--- src/common/rv_core_pkg.sv ---
`default_nettype none

package rv_core_pkg;

    localparam int xlen = 32;
    localparam int reg_addr_width = 5;
    localparam int mem_depth = 1024;
    localparam int mem_addr_width = $clog2(mem_depth);

    localparam logic [6:0] opcode_op = 7'b0110011;
    localparam logic [6:0] opcode_op_imm = 7'b0010011;
    localparam logic [6:0] opcode_lui = 7'b0110111;
    localparam logic [6:0] opcode_load = 7'b0000011;
    localparam logic [6:0] opcode_store = 7'b0100011;

    localparam logic [2:0] funct3_add = 3'b000;
    localparam logic [2:0] funct3_slt = 3'b010;
    localparam logic [2:0] funct3_xor = 3'b100;
    localparam logic [2:0] funct3_or = 3'b110;
    localparam logic [2:0] funct3_and = 3'b111;
    localparam logic [2:0] funct3_lw = 3'b010; // SW shares this width code.

    localparam logic [6:0] funct7_sub = 7'b0100000;

    typedef enum logic [2:0] {
        alu_add,
        alu_sub,
        alu_and,
        alu_or,
        alu_xor,
        alu_slt,
        alu_pass_b
    } alu_op_t;

endpackage

`default_nettype wire

--- src/verilog/fetch_stage.sv ---
`timescale 1ns/10ps
`default_nettype none

module fetch_stage (
    input  logic                                     clk,
    input  logic                                     reset,
    input  logic                                     run,
    input  logic                                     fetch_grant,
    input  logic                                     fetch_rsp,
    input  logic [rv_core_pkg::xlen-1:0]             fetch_rdata,
    input  logic                                     decode_stall,
    output logic                                     fetch_req,
    output logic [rv_core_pkg::mem_addr_width-1:0]   fetch_addr,
    output logic                                     instr_valid,
    output logic [rv_core_pkg::xlen-1:0]             instr_pc,
    output logic [rv_core_pkg::xlen-1:0]             instr_word
);
    import rv_core_pkg::*;

    logic [xlen-1:0] pc;
    logic            pending;

    // A new word is only asked for when the presented one leaves this cycle.
    assign fetch_req = run && !pending && !decode_stall;
    assign fetch_addr = pc[mem_addr_width+1:2];

    always_ff @(posedge clk or posedge reset) begin
        if (reset) begin
            pc <= '0;
            pending <= 1'b0;
            instr_valid <= 1'b0;
        end else begin
            if (fetch_grant) begin
                pc <= pc + 32'd4;
                pending <= 1'b1;
            end else if (fetch_rsp) begin
                pending <= 1'b0;
            end
            if (fetch_rsp) begin
                instr_valid <= 1'b1;
            end else if (!decode_stall) begin
                instr_valid <= 1'b0; // Decode took the word.
            end
        end
    end

    always_ff @(posedge clk) begin
        if (fetch_rsp) begin
            instr_word <= fetch_rdata;
            instr_pc <= pc - 32'd4; // PC already moved past this word.
        end
    end

endmodule

`default_nettype wire

--- config.mk ---
export PLATFORM = sky130hd
export DESIGN_NAME = fetch_stage
export DESIGN_NICKNAME = d
export VERILOG_FILES = /design/src/common/rv_core_pkg.sv /design/src/verilog/fetch_stage.sv
export SDC_FILE = /design/constraint.sdc
export NUM_CORES = 1
export LEC_CHECK = 0
export BUFFER_PORTS_ARGS = -buffer_cell sky130_fd_sc_hd__buf_2
export CAP_MARGIN = 20
export CORE_UTILIZATION = 52
export DETAILED_ROUTE_END_ITERATION = 6
export PLACE_DENSITY = 0.8
export SYNTH_ARGS = -nofsm -noshare
export SYNTH_HDL_FRONTEND = slang
export SYNTH_SLANG_ARGS = --single-unit
--- constraint.sdc ---
create_clock -name clk -period 2.59 [get_ports clk]
set_input_delay 0.259 -clock clk [delete_from_list [all_inputs] [get_ports clk]]
set_output_delay 0.259 -clock clk [all_outputs]
set_load 0.01 [all_outputs]
Word-level counts from Yosys, hierarchy flattened
Index checks and enable logic that the tools add are counted.
{"block": "totals", "regBits": 98, "wordCells": 17, "in_bits": 38, "output_inout_bits": 76}
{"block": "op_classes", "muxes": 4, "n_eq_ne": 1, "add_sub_neg": 2, "n_reduce_logical": 5}
{"operator": "32-bit by 3-bit adder with 32-bit output (second input constant)", "count": 1}
{"operator": "32-bit by 3-bit subtractor with 32-bit output (second input constant)", "count": 1}
{"operator": "1-bit two-way mux", "count": 4}
{"operator": "1-bit logical AND", "count": 2}
{"operator": "1-bit zero test", "count": 2}
{"operator": "2-bit inequality test (second input constant)", "count": 1}
{"operator": "2-bit nonzero test", "count": 1}

Longest topological paths before layout
Gate-level depths: netlist of the first run.
{"block": "logic_depth", "depth_word": 3, "mapped_depth": 7, "depth_no_buf": 7}

Worst setup path before layout of the first run
Ideal clock, no wire load.
{"block": "synth_path", "path_type": "reg2reg", "start": "register pc[7]", "end": "register instr_pc[31] in the netlist's numbering (data pin)", "setup_time_ps": 266, "path_buffers": 1, "t_arrival_ps": 1775, "stages_incl_launch_ff": 7, "synth_period_minus_slack_ps": 2041, "slack_ps": 549, "required_time_ps": 2324, "path_cell_list": "dfrtp_1 buf_6 or4_4 nor4_4 nand2_4 nor4_4 xor2_1"}
{"block": "synth_via", "elab_chain_len": 1}
{"element": "start: declaration", "line": "fetch_stage.sv:20", "text": "logic [xlen-1:0] pc;"}
{"element": "start signal: assignment", "line": "fetch_stage.sv:34", "text": "pc <= pc + 32'd4;"}
{"element": "32-bit by 3-bit subtractor with 32-bit output", "line": "fetch_stage.sv:50", "text": "instr_pc <= pc - 32'd4;"}
{"element": "end signal: assignment", "line": "fetch_stage.sv:50"}
{"element": "end: declaration", "line": "fetch_stage.sv:15", "text": "output logic [rv_core_pkg::xlen-1:0] instr_pc,"}
Every way passes these cells.
A chain may end at the register's enable or synchronous reset.

Final worst setup path of the first run
Ends and elaborated chain as after synthesis.

==> flow_metrics.env, run 1 <==
export IMPL_run_status="finished, final reports clean"
export IMPL_synth_top_family_by_area="simple AND/OR/NAND/NOR gates"
export IMPL_timing_critical_path_fanout_max=9
export IMPL_core_sq_mm=0.00733
export IMPL_post_synth_num_cell_types=39
export IMPL_1st_iter_drt_viols=120
export IMPL_dr_drc_count=0
export IMPL_clk_pin_slew_ns=0.09
export IMPL_timing_final_max_slew_violations=0
export IMPL_report_final_hold_viol_count=0
export IMPL_power_density_mw_per_mm2=771
export IMPL_path_class="reg2reg"
export IMPL_clk_insertion_delay_late_ns=0.35
export IMPL_htree_num_levels=3
export IMPL_worst_ir_drop_vdd_uv=374
export IMPL_routed_wire_length_per_instance_microns=14.4
export IMPL_cts_made_buffers=9
export IMPL_synth_seq_cells=94
export IMPL_layout_common_cells="sky130_fd_sc_hd__buf_2, sky130_fd_sc_hd__edfxtp_1, sky130_fd_sc_hd__dfrtp_1"
export IMPL_finalWorstSetupSlack_ns=0.420
export IMPL_std_cell_rows=31
export IMPL_grt_overflow=0
export IMPL_place_gp_congestion=0.853
export IMPL_grt_start_max_net_pins=33
export IMPL_dieHeight_microns=89.7
export IMPL_antenna_left=0
export IMPL_first_global_vias=2418
export IMPL_drv_cap=0
export IMPL_fin_skew_ns=0.00930
export IMPL_post_synth_xor_area_fraction=0.121
export IMPL_floorplan_initialDensity=0.545
export IMPL_critPathRequiredTime_ns=2.70
export IMPL_tightestPinTransition_ns=0.722
export IMPL_synth_warnings=0
export IMPL_hold_class="in2reg"
export IMPL_area_growth_synth_to_final_pct=19.9
export IMPL_port_buffers=111
export IMPL_drtPass1Iterations=4
export IMPL_ctsLongestPathBuffers=2
export IMPL_grt_first_pass_wirelength_mm=11.4
export IMPL_crit_path_arrival_time_ns=2.28
export IMPL_synth_simple_area_share=0.151
export IMPL_die_x_microns=89.7
export IMPL_tritoncts="yes"
export IMPL_insertedDiodeCount=0
export IMPL_asyncSetResetFlopFracSynth=0.340
export IMPL_num_io_pins=114
export IMPL_final_nets=435
export IMPL_mappedNetlistArea_sq_mm=0.00400
export IMPL_final_min_period_over_clock_period=0.838
export IMPL_detail_route_vias_per_cell=5.04
export IMPL_routed_wl_mm=7.16
export IMPL_synth_compound_area_frac=0.00846
export IMPL_timing_final_setup_violations=0
export IMPL_post_route_min_period_ns=2.17
export IMPL_hpwlAfterDp_mm=5.14
export IMPL_rsz0062_at_grt="false"
export IMPL_crit_path_start_kind="register"
export IMPL_pre_cts_ws_ns=0.410
export IMPL_relative_max_transition_margin=0.519
export IMPL_synth_edf_count=62
export IMPL_dieArea_sq_mm=0.00804
export IMPL_multiplexer_fraction_of_the_synthesized_cell_area=0
export IMPL_clock_sinks=94
export IMPL_vias=2516
export IMPL_grt_antenna_before_repair=0
export IMPL_synth_cells=296
export IMPL_clock_tree_root_cell="sky130_fd_sc_hd__clkbuf_8"
export IMPL_final_setup_tns_ns=0
export IMPL_synth_fa_ha_area_frac=0.00626
export IMPL_dominantRegCellSynth="sky130_fd_sc_hd__edfxtp_1"
export IMPL_p_leak_nw=2.18
export IMPL_synth_seq_area_share=0.666
export IMPL_layout_cells_most_common="sky130_fd_sc_hd__buf_2"
export IMPL_synth_area_per_cell_sq_um=13.5
export IMPL_post_route_cells_drive_above_1_share=0.353
export IMPL_grt_util_all_layers=0.190
export IMPL_timing_limited_maximum_frequency_mhz=461
export IMPL_critical_path_endpoint_type="register"
-- power breakdown --
| group | internal, mW | switching [mW] |
|---|---|---|
| combinational | 0.278 | 0.367 |
| clock | 0.596 | 0.493 |
| sequential | 1.82 | 0.143 |
| total | 2.69 | 1.00 |
-- per-layer routing --
layer / track usage / wire (microns)
met1: 0.245 / 2930
met2: 0.316 / 3600
met3: 0.0320 / 506
met4: 0.0909 / 125
met5: 0 / 0
-- final timing paths --
| check | endpoint | cells after the start | startpoint | slack [ns] |
|---|---|---|---|---|
| setup / recovery | instr_pc[31] | 5 | pc[7] | 0.42 |
| hold / removal | instr_word[6] | 1 | fetch_rdata[6] | 0.07 |
| setup reg to reg | instr_pc[31] | 5 | pc[7] | 0.42 |
| hold reg to reg | instr_valid | 2 | instr_valid | 0.49 |
| max in group asynchronous | pc[14] | 4 | reset | 1.77 |
| min in group asynchronous | instr_valid | 4 | reset | 0.52 |
-- cell usage after synthesis (3+ instances only) --
cell type                  instances  area (sq um)
sky130_fd_sc_hd__and4_1            3          26.3
sky130_fd_sc_hd__nand4_1           7          43.8
sky130_fd_sc_hd__nand2_1          20          75.1
sky130_fd_sc_hd__dfrtp_1          32           801
sky130_fd_sc_hd__clkbuf_1         10          37.5
sky130_fd_sc_hd__and3_1            4          25.0
sky130_fd_sc_hd__nor4_1            4          25.0
sky130_fd_sc_hd__xnor2_1          25           219
sky130_fd_sc_hd__edfxtp_1         62          1860
sky130_fd_sc_hd__nor4_2            3          37.5
sky130_fd_sc_hd__buf_2             4          20.0
sky130_fd_sc_hd__nor2_1           21          78.8
sky130_fd_sc_hd__buf_4            12          90.1
sky130_fd_sc_hd__nor3_1           11          55.1
sky130_fd_sc_hd__inv_1             7          26.3
sky130_fd_sc_hd__nand3_1          13          65.1
sky130_fd_sc_hd__xor2_1           30           263
-- through the flow --
stage / instance area, sq um / hold WS (ns) / util / power (mW) / std cells
2_1_floorplan: 4000 / 0.358 / - / 2.44 / 297
3_3_place_gp: 4550 / 0.361 / 0.620 / 2.62 / 482
3_5_place_dp: 4550 / 0.363 / 0.620 / 2.64 / 482
4_1_cts: 4790 / 0.0612 / 0.653 / 3.73 / 499
5_1_grt: 4790 / 0.0570 / 0.653 / 3.89 / 499
6_report: 4790 / 0.0717 / 0.653 / 3.69 / 499
-- what timing repair did --
item / in CTS / in global routing
setup buffers: 0 / 0
gates resized for setup: 0 / 0
hold buffers: 1 / 0
hold endpoints to repair: 32 / 0
-- layout make-up --
cell class,instances,area (sq um)
timing repair buffer,114,593
clock buffer,11,151
tap,99,124
fill,569,2540
inverter,7,26.3
clock inverter,5,81.3
multi-input combinational,169,1150
sequential,94,2660
-- registers in the layout, indices dropped and copies added, names as in the netlist --
| signal | cells |
|---|---|
| instr_word | 32 |
| instr_valid | 1 |
| pc | 30 |
| instr_pc | 30 |
| pending | 1 |
-- kinds of logic after synthesis --
logic type / count (synthesis)
simple gates: 105
flops: 94
xor+xnor: 55
buf+inv: 34
compound gates: 5
fa+ha+maj: 2
other cells: 1
-- critical path: stages, from the launching register on --
cell and delay, ns:
sky130_fd_sc_hd__dfrtp_1 0.48, sky130_fd_sc_hd__or4_4 0.61, sky130_fd_sc_hd__nor4_4 0.34, sky130_fd_sc_hd__nand2_4 0.16, sky130_fd_sc_hd__nor4_4 0.25, sky130_fd_sc_hd__xor2_1 0.09
Note: power is estimated with default switching activity, not from simulation.
==> inputs of run 2 (changes only) <==
==> constraint.sdc (replaced) <==
create_clock -name clk -period 2 [get_ports clk]
set_input_delay 0.2 -clock clk [delete_from_list [all_inputs] [get_ports clk]]
set_output_delay 0.2 -clock clk [all_outputs]
set_load 0.01 [all_outputs]
==> flow_metrics.env, run 2 (synthesized netlist as in run 1, its figures left out) <==
export IMPL_dieArea_sq_mm=0.00804
export IMPL_grt_start_max_net_pins=64
export IMPL_clock_sinks=94
export IMPL_place_detailed_instances=508
export IMPL_core_sq_mm=0.00733
export IMPL_layout_cells_most_common="sky130_fd_sc_hd__buf_2"
export IMPL_insertedDiodeCount=0
export IMPL_grt_antenna_before_repair=0
export IMPL_std_cell_rows=31
export IMPL_pre_cts_ws_ns=0.0384
export IMPL_num_io_pins=114
export IMPL_dieHeight_microns=89.7
export IMPL_grt_first_pass_wirelength_mm=11.8
export IMPL_first_global_vias=2473
export IMPL_clock_tree_root_cell="sky130_fd_sc_hd__clkbuf_8"
export IMPL_largest_register_ff_count=32
export IMPL_floorplan_initialDensity=0.545
export IMPL_power_mw=4.87
export IMPL_finalWorstSetupSlack_ns=0.0139
export IMPL_vias=2696
export IMPL_instances_no_fill=541
export IMPL_1st_iter_drt_viols=159
export IMPL_r2r_slack_ns=0.01
export IMPL_design_area_sq_mm=0.00513
export IMPL_placement_cell_area_sq_mm=0.00474
export IMPL_final_nets=477
export IMPL_timing_final_max_slew_violations=0
export IMPL_report_final_hold_viol_count=0
export IMPL_cts_made_buffers=9
export IMPL_final_min_period_over_clock_period=0.993
export IMPL_critPathRequiredTime_ns=2.10
export IMPL_routed_wire_length_per_instance_microns=15.1
export IMPL_rsz0062_at_grt="true"
export IMPL_post_route_cells_drive_above_1_share=0.387
export IMPL_p_leak_nw=2.37
export IMPL_place_gp_congestion=0.880
export IMPL_hold_class="in2reg"
export IMPL_crit_path_arrival_time_ns=2.08
export IMPL_clk_insertion_delay_late_ns=0.36
export IMPL_reg_largest_list="instr_word: 32 flops, instr_pc: 30 flops, pc: 30 flops"
export IMPL_ctsLongestPathBuffers=2
export IMPL_timing_critical_path_fanout_max=4
export IMPL_register_with_the_highest_flop_count="instr_word"
export IMPL_antenna_left=0
export IMPL_layout_common_cells="sky130_fd_sc_hd__buf_2, sky130_fd_sc_hd__edfxtp_1, sky130_fd_sc_hd__dfrtp_1"
export IMPL_crit_path_start_kind="register"
export IMPL_grt_util_all_layers=0.201
export IMPL_routed_wl_mm=8.18
export IMPL_fin_skew_ns=0.0130
export IMPL_port_buffers=111
export IMPL_power_density_mw_per_mm2=949
export IMPL_worst_ir_drop_vdd_uv=421
export IMPL_detail_route_vias_per_cell=4.98
export IMPL_worst_r2r_path_depth=5
export IMPL_drtPass1Iterations=4
export IMPL_timing_final_setup_violations=0
export IMPL_hpwlAfterDp_mm=5.49
export IMPL_tritoncts="yes"
export IMPL_drv_cap=0
export IMPL_dr_drc_count=0
export IMPL_path_class="reg2reg"
export IMPL_run_status="finished, final reports clean"
export IMPL_clk_pin_slew_ns=0.10
export IMPL_htree_num_levels=3
export IMPL_timing_limited_maximum_frequency_mhz=503
export IMPL_die_x_microns=89.7
export IMPL_finalCoreUtilization=0.700
export IMPL_critical_path_endpoint_type="register"
export IMPL_area_growth_synth_to_final_pct=28.4
export IMPL_post_route_min_period_ns=1.99
export IMPL_whs_path_depth=1
export IMPL_grt_overflow=0
run 2: changes by cell type in the layout (fill, tap and decap cells not counted), sizes merged:
| cell | delta |
|---|---|
| buf | +27 |
| dlygate4sd3 | +15 |
| inv | +4 |
| clkbuf | -2 |
| bufinv | -1 |
| clkinvlp | -1 |
run 2: metal layers:
layer,track usage,routed length [microns],vias up
met2,0.357,4350,88
li1,-,-,1304
met5,0,0,-
met4,0.0823,114,0
met1,0.241,3300,1295
met3,0.0356,420,9
run 2: worst max-delay path, cell delays in order, from the launching register on:
cell and delay (ns):
sky130_fd_sc_hd__dfrtp_1 0.38, sky130_fd_sc_hd__or4_4 0.58, sky130_fd_sc_hd__nor2_2 0.26, sky130_fd_sc_hd__nand2_1 0.16, sky130_fd_sc_hd__nor3_1 0.24, sky130_fd_sc_hd__xor2_1 0.12
run 2: what timing repair did:
action                                  CTS  global route
endpoints found under the setup margin    0            10
buffers inserted                          0             1
endpoints found under the hold margin    36            11
gates resized for setup                   0             3
hold buffers                              5            11
run 2: worst paths after layout:
check                                      from              to
min in group asynchronous                 reset          pc[30]
worst min register to register      instr_valid     instr_valid
worst max-delay path                      pc[7]    instr_pc[14]
max in group asynchronous                 reset          pc[14]
worst max register to register            pc[7]    instr_pc[14]
worst min-delay path            fetch_rdata[22]  instr_word[22]
run 2: power by group:
part | total, mW | switching, mW | internal [mW] | leakage, nW
clock | 1.31 | 0.703 | 0.609 | 0.108
sequential | 2.48 | 0.125 | 2.35 | 1.04
combinational | 1.08 | 0.596 | 0.483 | 1.23
total | 4.87 | 1.42 | 3.44 | 2.37
run 2: layout make-up:
| class | count | area [sq um] |
|---|---|---|
| clock buffers | 9 | 124 |
| repair buffers | 156 | 946 |
| well taps | 99 | 124 |
| multi-input cells | 169 | 1160 |
| inverters | 7 | 26.3 |
| fillers | 515 | 2200 |
| flip-flops and latches | 94 | 2660 |
| clock inverters | 7 | 87.6 |
run 2: per-stage QoR:
step,hold slack (ns),TNS [ns]
global placement,0.297,0
finish,0.0109,0
detailed placement,0.305,0
global route,0.000364,-0.0805
CTS,0.000306,0
floorplan,0.299,-0.0442
