--- src/common/rv_core_pkg.sv ---
`default_nettype none

package rv_core_pkg;

    localparam int xlen = 32;
    localparam int reg_addr_width = 5;
    localparam int mem_depth = 1024;
    localparam int mem_addr_width = $clog2(mem_depth);

    localparam logic [6:0] opcode_op = 7'b0110011;
    localparam logic [6:0] opcode_op_imm = 7'b0010011;
    localparam logic [6:0] opcode_lui = 7'b0110111;
    localparam logic [6:0] opcode_load = 7'b0000011;
    localparam logic [6:0] opcode_store = 7'b0100011;

    localparam logic [2:0] funct3_add = 3'b000;
    localparam logic [2:0] funct3_slt = 3'b010;
    localparam logic [2:0] funct3_xor = 3'b100;
    localparam logic [2:0] funct3_or = 3'b110;
    localparam logic [2:0] funct3_and = 3'b111;
    localparam logic [2:0] funct3_lw = 3'b010; // SW shares this width code.

    localparam logic [6:0] funct7_sub = 7'b0100000;

    typedef enum logic [2:0] {
        alu_add,
        alu_sub,
        alu_and,
        alu_or,
        alu_xor,
        alu_slt,
        alu_pass_b
    } alu_op_t;

endpackage

`default_nettype wire

--- src/verilog/memory_arbiter.sv ---
`timescale 1ns/10ps
`default_nettype none

module memory_arbiter (
    input  logic                                     clk,
    input  logic                                     reset,
    input  logic                                     load_valid,
    input  logic [rv_core_pkg::mem_addr_width-1:0]   load_addr,
    input  logic [rv_core_pkg::xlen-1:0]             load_data,
    input  logic                                     data_req,
    input  logic [rv_core_pkg::mem_addr_width-1:0]   data_addr,
    input  logic                                     data_we,
    input  logic [rv_core_pkg::xlen-1:0]             data_wdata,
    input  logic                                     fetch_req,
    input  logic [rv_core_pkg::mem_addr_width-1:0]   fetch_addr,
    input  logic [rv_core_pkg::xlen-1:0]             mem_rdata,
    output logic                                     mem_en,
    output logic                                     mem_we,
    output logic [rv_core_pkg::mem_addr_width-1:0]   mem_addr,
    output logic [rv_core_pkg::xlen-1:0]             mem_wdata,
    output logic                                     load_grant,
    output logic                                     data_grant,
    output logic                                     fetch_grant,
    output logic                                     data_rsp,
    output logic                                     fetch_rsp,
    output logic [rv_core_pkg::xlen-1:0]             data_rdata,
    output logic [rv_core_pkg::xlen-1:0]             fetch_rdata
);
    import rv_core_pkg::*;

    logic [1:0] owner; // Bit 0 marks a data read, bit 1 a fetch.

    assign load_grant = load_valid;
    assign data_grant = data_req && !load_valid;
    assign fetch_grant = fetch_req && !load_valid && !data_req;

    assign mem_en = load_grant || data_grant || fetch_grant;
    assign mem_we = load_grant || (data_grant && data_we);
    assign mem_addr = load_grant ? load_addr : data_grant ? data_addr : fetch_addr;
    assign mem_wdata = load_grant ? load_data : data_wdata;

    always_ff @(posedge clk or posedge reset) begin
        if (reset) begin
            owner <= 2'b00;
        end else begin
            owner <= {fetch_grant, data_grant && !data_we};
        end
    end

    assign data_rsp = owner[0];
    assign fetch_rsp = owner[1];
    assign data_rdata = mem_rdata;
    assign fetch_rdata = mem_rdata;

endmodule

`default_nettype wire

--- config.mk ---
export PLATFORM = sky130hd
export DESIGN_NAME = memory_arbiter
export DESIGN_NICKNAME = d
export VERILOG_FILES = /design/src/common/rv_core_pkg.sv /design/src/verilog/memory_arbiter.sv
export SDC_FILE = /design/constraint.sdc
export NUM_CORES = 1
export LEC_CHECK = 0
export ABC_AREA = 1
export ABC_CLOCK_PERIOD_IN_PS = 1500
export BUFFER_PORTS_ARGS = -buffer_cell sky130_fd_sc_hd__clkbuf_2
export CAP_MARGIN = 20
export CORE_AREA = 2 2 96 98
export CTS_CLUSTER_SIZE = 24
export DETAILED_ROUTE_END_ITERATION = 7
export DIE_AREA = 0 0 98 100
export PLACE_DENSITY_LB_ADDON = 0.3
export SLEW_MARGIN = 0
export SYNTH_ARGS = -nofsm -noshare
export SYNTH_HDL_FRONTEND = slang
export SYNTH_SLANG_ARGS = --single-unit
--- constraint.sdc ---
create_clock -name clk -period 1.5 [get_ports clk]
set_input_delay 0.375 -clock clk [delete_from_list [all_inputs] [get_ports clk]]
set_output_delay 0.375 -clock clk [all_outputs]
set_load 0.005 [all_outputs]
### Yosys cells after proc, flatten, opt, wreduce, memory -nomap -nowiden

Index checks and enable logic that the tools add are counted.
W data, S select, Z words.

| operators by class | value |
|---|---|
| shifts and indexed selects | 0 |
| equality and inequality tests | 0 |
| reduce and logical (&&, ||, !) cells | 11 |
| magnitude comparators | 0 |
| add/subtract/negate cells | 0 |
| bitwise operators | 0 |
| $mul | 0 |
| muxes and demuxes | 3 |
| div/mod/pow operators | 0 |

Operators with widths:

| operator | number |
|---|---|
| $mux W32 | 1 |
| $mux W10 | 2 |
| $logic_and A1 B1 Y1 | 5 |
| $logic_not A1 Y1 | 3 |
| $logic_or A1 B1 Y1 | 3 |

| storage, ports and cells | value |
|---|---|
| latch bits | 0 |
| memories kept | 0 |
| bits in read-only memories | 0 |
| RAM bits | 0 |
| flip-flop bits (word level) | 2 |
| output and inout port bits | 113 |

### Longest topological paths before layout

Gate-level depths: netlist of run 1.

| depth | value |
|---|---|
| depth after elaboration | 4 |
| mapped depth | 5 |
| gate-level depth less buffers | 3 |

### Least setup slack after synthesis of run 1

No wires, ideal clock.

| path | value |
|---|---|
| path type | input port to output port |
| start | in load_valid |
| end | out fetch_grant |
| arrival time | 0.866 ns |
| path slack | 0.259 ns |
| stages | 3 |
| data required time | 1.125 ns |
| cell sequence | buf_6 > buf_2 > nor3_2 |

| between the ends | value |
|---|---|
| longest elaborated chain between the ends | 3 |

Ends and longest elaborated chain:

| item | line | RTL |
|---|---|---|
| start, declared | memory_arbiter.sv:7 | `input logic load_valid,` |
| $logic_not A1 Y1 | memory_arbiter.sv:35 | `assign fetch_grant = fetch_req && !load_valid && !data_req;` |
| $logic_and A1 B1 Y1 (2 in series) | memory_arbiter.sv:35 |  |
| end, declared | memory_arbiter.sv:23 | `output logic fetch_grant,` |

Every way passes these cells.

### Final worst setup path of run 1

| path | value |
|---|---|
| start | in load_valid |
| end | out mem_addr[3] (netlist name) |

| between the ends | value |
|---|---|
| longest elaborated chain between the ends | 4 |

Ends and longest elaborated chain:

| item | line | RTL |
|---|---|---|
| $logic_not A1 Y1 | memory_arbiter.sv:34 | `assign data_grant = data_req && !load_valid;` |
| $logic_and A1 B1 Y1 | memory_arbiter.sv:34 |  |
| $mux W10 | memory_arbiter.sv:39 | `assign mem_addr = load_grant ? load_addr : data_grant ? data_addr : fetch_addr;` |
| $mux W10 * | memory_arbiter.sv:39 |  |
| end, declared | memory_arbiter.sv:19 | `output logic [rv_core_pkg::mem_addr_width-1:0] mem_addr,` |

Mark *: on every way between the ends. The rest lies on a longest branch, timed or not.

==> run metrics, run 1 <==
Seq cells post-synth 2; RSZ-0062 raised after global routing true; Slew headroom 86.7%; clock sink total 2; WP data required 1120 ps; # rows 35; number of flip-flops in the largest register 2; vias 1545; Finished Cell Area 0.00180 mm^2; vias per cell 3.66; Total Power 726 uW; die height 100 um; # Max-Cap Violations 0; antenna violations before repair 0; IO buf count 148; Syn Inst Count 225; Top Registers owner (2); drc violations 0; GR peak layer met2; I/O Pins 245; Cell Pwr Density 403 mW/mm^2; Mapped Nets 357; Hold Fails Final Rpt 0; fmax 674 MHz; GR met2 Demand/Resource 15.2%; Initial Utilization 14.7%; NumNets Final 445; Tcrit/Tclk final 98.9%; fin util 20.3%; Unique masters post-synth 15; Die Area 0.00980 mm^2; synth warn 0; met1 usage 8.64%; endpoints failing setup 0; most common cell after layout, fill and taps aside clkbuf_2; wire per inst 10.9 um; met3 Usage GRT 2.51%; CTS tree built; grt ovf 0; status finished, final reports clean; Starting DRT DRC Count 32; Die X 98 um; synthesized cell area 0.00130 mm^2; n_diodes 0; post-detail-place hpwl 4080 um; minimum clock period 1480 ps; Clk Tree Root Cell clkbuf_8; Hold Path Class primary input to flop; Crit. End Element output pin; Pleak 1.19 nW; register area share after synthesis 3.84%; Placement Cell Area 0.00172 mm^2; startpoint class of the critical path primary input; Routed WL 4580 um; Worst Max-Slew Pin Slew 199 ps; CP Class primary input to output pin; Worst Path Max Fanout 13; H-tree levels 1; first-pass GRT wire length 6840 um; Slew Viols, Final 0; First-pass DRT Iterations 2; largest net degree at the start of global routing 29; core area 0.00889 mm^2; peak supply drop 0.162 mV; CTS buffer count 3; routability congestion estimate 0.745; Reg clk slew, reported paths 30 ps; Routed Antenna Nets 0; share of cells above drive strength 1 58.2%; Top reg by flops owner; worst path arrival time 1110 ps; vias in the first global route 1377; GRT Util Overall 8.44%; syn_area_per_cell 5.79 um^2; clock buffer depth 2; Area growth syn-to-layout 38.2%; most frequent cells in the layout 146 x clkbuf_2, 119 x nand2_1, 14 x nand3_2, 6 x nand3_1
## cell families after synthesis
| family | Yosys count | synth area share, % |
|---|---|---|
| buffers and inverters | 80 | 45.8 |
| DFF | 2 | 3.84 |
| and+or+nand+nor | 143 | 50.3 |
## critical path, stage by stage
cell      delay (ps)
clkbuf_8         130
buf_12           140
nor2_4           100
buf_12           130
nand2_1           60
nand3_2           60
clkbuf_2         100
## area by class of cell
cell class / instances / area [um^2]
fill: 1054 / 7090
timing repair buffer: 159 / 897
multi-input combinational: 143 / 656
tap: 111 / 139
sequential: 2 / 50.0
clock buffer: 3 / 41.3
inverter: 4 / 17.5
## report_power, final
part / switching [mW] / internal [mW] / leakage (nW)
registers: 0.000750 / 0.0565 / 0.0269
logic: 0.209 / 0.248 / 1.14
clock network: 0.0419 / 0.170 / 0.0216
total: 0.252 / 0.475 / 1.19
## final timing paths
check                           start                 end  slack, ps  cells after the start
hold / removal                data_we  owner[0]$_DFF_PP0_        350                      2
setup / recovery           load_valid         mem_addr[3]         20                      7
max in group asynchronous       reset  owner[1]$_DFF_PP0_        840                      3
min in group asynchronous       reset  owner[0]$_DFF_PP0_        550                      3
## synthesized netlist by cell type (all sizes together)
master,number,area (um^2)
buf,76,579
inv,4,17.5
dfrtp,2,50.1
nand3,20,170
nor3,1,10.0
nor2,2,17.5
nand2,120,458
## repair_timing
item / CTS / global route
setup endpoints to repair: 11 / 10
resized for setup: 2 / 1
buffers inserted: 1 / 0
gates cloned: 0 / 0
pin swaps: 1 / 0
hold endpoints to repair: 2 / 0
hold buffers: 1 / 0
## through the flow
| stage | TNS (ps) | cells | hold WS (ps) | setup slack (ps) |
|---|---|---|---|---|
| after detailed placement | -1090 | 417 | 214 | -122 |
| after global placement | -1020 | 417 | 212 | -108 |
| after CTS | 0 | 422 | 350 | 10.2 |
| after global routing | -181 | 422 | 355 | -36.4 |
| final | 0 | 422 | 348 | 16.0 |
| after floorplan | 0 | 225 | 116 | 259 |
## layer usage
layer | vias to the layer above | wire (um)
met3 | 32 | 608
met2 | 108 | 2290
met1 | 616 | 1460
met4 | 0 | 228
li1 | 789 | -
met5 | - | 0
(Power assumes the default switching activity.)
==> run 2, diff against run 1 <==
- CELL_PAD_IN_SITES_DETAIL_PLACEMENT: unset -> 1
- CELL_PAD_IN_SITES_GLOBAL_PLACEMENT: unset -> 2
- CORE_AREA: 2 2 96 98 -> unset
- CORE_ASPECT_RATIO: unset -> 1.5
- CORE_MARGIN: unset -> 2
- CORE_UTILIZATION: unset -> 10
- DIE_AREA: 0 0 98 100 -> unset
==> run metrics, run 2 (synthesized netlist as in run 1, its figures left out) <==
Top Registers owner (2); First-pass DRT Iterations 3 (+1); CTS buffer count 3 (unchanged); number of flip-flops in the largest register 2 (unchanged); CP Class primary input to output pin; Initial Utilization 10.2% (-4.5 points); n_diodes 0 (unchanged); Starting DRT DRC Count 30 (-6.3%); Worst Path Max Fanout 8 (-5); WP data required 1120 ps (about the same); most common cell after layout, fill and taps aside clkbuf_2; Routed Antenna Nets 0 (unchanged); peak supply drop 0.274 mV (+69%); die height 144 um (+44%); share of cells above drive strength 1 61.9% (+3.7 points); vias per cell 3.49 (-4.6%); Total Power 965 uW (+33%); Pleak 1.27 nW (+7.2%); routability congestion estimate 0.708 (-4.9%); fmax 699 MHz (+3.7%); Slew headroom 89.2% (+2.5 points); Hold Path Class primary input to asynchronous set/reset pin; drc violations 0 (unchanged); core area 0.0128 mm^2 (+44%); vias in the first global route 1676 (+22%); RSZ-0062 raised after global routing false; endpoints failing setup 0 (unchanged); Setup TNS Final 0 ps (unchanged); Reg clk slew, reported paths 30 ps (about the same); IO buf count 148 (unchanged); Die Area 0.0140 mm^2 (+43%); vias 1656 (+7.2%); minimum clock period 1430 ps (-53.1 ps); Hold Fails Final Rpt 2 (+2); Finished Cell Area 0.00201 mm^2 (+12%); H-tree levels 1 (unchanged); Worst Max-Slew Pin Slew 162 ps (-36.9 ps); first-pass GRT wire length 9030 um (+32%); Hold WS -1.67 ps (-349 ps); Top reg by flops owner; Die X 97.2 um (-0.83%); clock sink total 2 (unchanged); I/O Pins 245 (unchanged); NumNets Final 449 (+0.90%); wire per inst 13.4 um (+24%); CTS tree built; startpoint class of the critical path primary input; grt ovf 0 (unchanged); Slew Viols, Final 0 (unchanged); Routed WL 6370 um (+39%); filler cell count 1622 (+54%); fin util 15.7% (-4.5 points); Placement Cell Area 0.00184 mm^2 (+6.7%); failing checks hold timing; post-detail-place hpwl 5510 um (+35%); GRT Util Overall 8.19% (-0.25 points); Cell Pwr Density 479 mW/mm^2 (+19%); largest net degree at the start of global routing 18 (-38%); clock buffer depth 2 (unchanged); antenna violations before repair 0 (unchanged); Area growth syn-to-layout 54.7%; Clk Tree Root Cell clkbuf_16; CTS Hold Bufs 0 (-1); # Max-Cap Violations 0 (unchanged); most frequent cells in the layout 144 x clkbuf_2, 112 x nand2_1, 16 x nand3_2, 6 x buf_6, 6 x buf_4; # rows 51 (+46%); Tcrit/Tclk final 95.4% (-3.5 points); status finished with violations; worst path arrival time 1060 ps (-50 ps); Crit. End Element output pin
run 2: worst paths after layout:
check	startpoint	end	slack [ps]	cells after the start
min in group clk	data_we	owner[0]$_DFF_PP0_	350	2
max in group asynchronous	reset	owner[0]$_DFF_PP0_	1390	2
worst max-delay path	load_valid	mem_addr[8]	70	6
worst min-delay path	reset	owner[1]$_DFF_PP0_	-2	2
run 2: final cells by class:
class | instances | area (um^2) | area share [%]
well taps | 159 | 199 | 9.88
clock buffers | 3 | 75.1 | 3.73
inverters | 4 | 22.5 | 1.12
repair buffers | 163 | 963 | 47.8
multi-input cells | 143 | 704 | 35.0
flip-flops and latches | 2 | 50.0 | 2.48
run 2: metrics by stage:
step / worst slack (ps) / instances / hold WS (ps)
6_report: 69.0 / 474 / -1.67
2_1_floorplan: 259 / 225 / 116
3_5_place_dp: -63.1 / 469 / 233
3_3_place_gp: -55.0 / 469 / 227
5_1_grt: 2.05 / 474 / 10.0
4_1_cts: -12.8 / 474 / 4.74
run 2: critical path: stages:
cell and delay (ps):
buf_6 140, nor2_4 150, buf_6 160, nand2_2 60
nand3_2 50, clkbuf_2 110
run 2: what timing repair did:
action / 4_1_cts / 5_1_grt
setup buffers: 2 / 0
pin swaps: 1 / 2
cloned: 0 / 1
setup endpoints to repair: 37 / 37
gates resized for setup: 9 / 16
run 2: power by group:
part           switching, mW  internal, mW  total, mW
registers           0.000446        0.0564     0.0569
logic                  0.237         0.271      0.508
clock network         0.0611         0.339      0.400
total                  0.299         0.667      0.965
run 2: layer usage:
metal  wire (um)  vias to the layer above  GRT usage, %
met1        1840                      723          7.35
met4         522                        0          6.52
met5           0                        -             0
li1            -                      800             -
met2        3440                       76          16.3
met3         568                       57          1.02
==> run 3, diff against run 2 <==
- ABC_CLOCK_PERIOD_IN_PS: 1500 -> 1800
- CELL_PAD_IN_SITES_GLOBAL_PLACEMENT: 2 -> 1
- CORE_UTILIZATION: 10 -> 15
- clock period: 1.5 -> 1.8 ns (I/O delays scaled with it)
==> run metrics, run 3 (synthesized netlist as in run 1, its figures left out) <==
Reg clk slew, reported paths 30 ps (about the same); Slew Viols, Final 0 (unchanged); RSZ-0062 raised after global routing false; worst slack, placed 43.2 ps (+106 ps); vias per cell 3.82 (+9.4%); crit path max-delay cell type clkbuf_4; Max stage delay on crit path 200 ps (+40 ps); Routed WL 5570 um (-13%); most frequent cells in the layout 147 x clkbuf_2, 119 x nand2_1, 14 x nand3_2, 6 x nand3_1, 6 x buf_4; clock sink total 2 (unchanged); vias 1594 (-3.7%); # Max-Cap Violations 0 (unchanged); H-tree levels 1 (unchanged); Die Area 0.00946 mm^2 (-32%); Top reg by flops owner; Cell Pwr Density 425 mW/mm^2 (-11%); n_diodes 0 (unchanged); drc violations 0 (unchanged); share of power burned in registers 6.2% (+0.3 points); Sw Share 30.6% (-0.30 points); Pleak 1.19 nW (-6.6%); internal power 529 uW (-21%); peak supply drop 0.296 mV (+8.1%); First-pass DRT Iterations 3 (unchanged); endpoints failing setup 0 (unchanged); most common cell after layout, fill and taps aside clkbuf_2; core area 0.00841 mm^2 (-34%); worst path arrival time 1200 ps (+140 ps); worst setup margin 149 ps (+79.8 ps); clock share of power 44.1% (+2.6 points); CP Class primary input to output pin; grt ovf 0 (unchanged); die height 118 um (-18%); GRT Util Overall 11.3% (+3.1 points); Routed Antenna Nets 0 (unchanged); fin util 21.3% (+5.6 points); startpoint class of the critical path primary input; Area growth syn-to-layout 37.8%; CP top delay family buffers and inverters; share of cells above drive strength 1 58.4% (-3.5 points); Clk Tree Root Cell clkbuf_16; Worst path most repeated cell nand3_1; Buf/Inv on CP 4 (+1); routability congestion estimate 0.639 (-9.8%); I/O Pins 245 (unchanged); wire per inst 13.3 um (-0.70%); Crit. End Element output pin; Net Switching 233 uW (-22%); Comb power frac 49.7% (-3.0 points); CTS Hold Bufs 0 (unchanged); # rows 41 (-20%); Hold Path Class primary input to asynchronous set/reset pin; first-pass GRT wire length 8270 um (-8.4%); Starting DRT DRC Count 6 (-80%); CTS tree built; CTS buffer count 3 (unchanged); number of flip-flops in the largest register 2 (unchanged); clock buffer depth 2 (unchanged); Hold WS 57.3 ps (+58.9 ps); Total Power 762 uW (-21%); post-CTS resize count 0 (-9); Initial Utilization 15.5% (+5.3 points); Slew headroom 86.9% (-2.2 points); post-CTS setup buffer count 0 (-2); vias in the first global route 1660 (-0.95%); Top Registers owner (2); CP cell instances clkbuf_4 > clkinv_4 > buf_4 > nand3_1 > nand3_1 > clkbuf_2; status finished, final reports clean; WP data required 1350 ps (+230 ps); antenna violations before repair 0 (unchanged); post-detail-place hpwl 4960 um (-9.9%); minimum clock period 1650 ps; largest net degree at the start of global routing 22 (+4); Die X 80.1 um (-18%); fmax 606 MHz; IO buf count 148 (unchanged); Tcrit/Tclk final 91.7%; Setup TNS Final 0 ps (unchanged); Worst Path Max Fanout 9 (+1); Worst Max-Slew Pin Slew 196 ps (+33.8 ps); NumNets Final 444 (-1.1%); Hold Fails Final Rpt 0 (-2)
## run 3: cell count changes in the layout (fill, tap and decap cells not counted), sizes merged
cell / delta
inv: -1
clkinv: +1
clkbuf: +3
buf: -8
## run 3: path summary, 6_finish.rpt
kind                       startpoint            endpoint  slack [ps]  depth (start not counted)
min in group clk              data_we  owner[0]$_DFF_PP0_         410                          2
max in group asynchronous       reset  owner[0]$_DFF_PP0_        1630                          2
worst min-delay path            reset  owner[1]$_DFF_PP0_          60                          2
worst max-delay path       load_valid         mem_addr[9]         150                          6
## run 3: area by class of cell
| cell class | count | area [um^2] |
|---|---|---|
| multi-input cells | 143 | 656 |
| well taps | 107 | 134 |
| fillers | 1144 | 6620 |
| inverters | 4 | 20.0 |
| flip-flops and latches | 2 | 50.0 |
| repair buffers | 158 | 860 |
| clock buffers | 3 | 75.1 |
## run 3: per-layer routing
metal / GRT usage [%] / part of all wire (%) / vias to the layer above
li1: - / - / 790
met3: 0.997 / 8.7 / 51
met2: 22.4 / 56 / 70
met4: 8.47 / 6.4 / 0
met1: 9.83 / 29 / 683
met5: 0 / 0 / -
## run 3: power by group through the flow
| stage | logic (mW) | registers, mW | clock network (mW) |
|---|---|---|---|
| final | 0.379 | 0.0474 | 0.336 |
| after global routing | 0.429 | 0.0474 | 0.346 |
| after CTS | 0.391 | 0.0474 | 0.340 |
| after detailed placement | 0.389 | 0.0478 | 0 |
| after global placement | 0.384 | 0.0478 | 0 |
| after floorplan | 0.271 | 0.0482 | 0 |
## run 3: per-stage QoR
step	area, um^2	instances
after global placement	1710	414
after detailed placement	1710	414
final	1790	417
after global routing	1790	417
after CTS	1790	417
after floorplan	1300	225
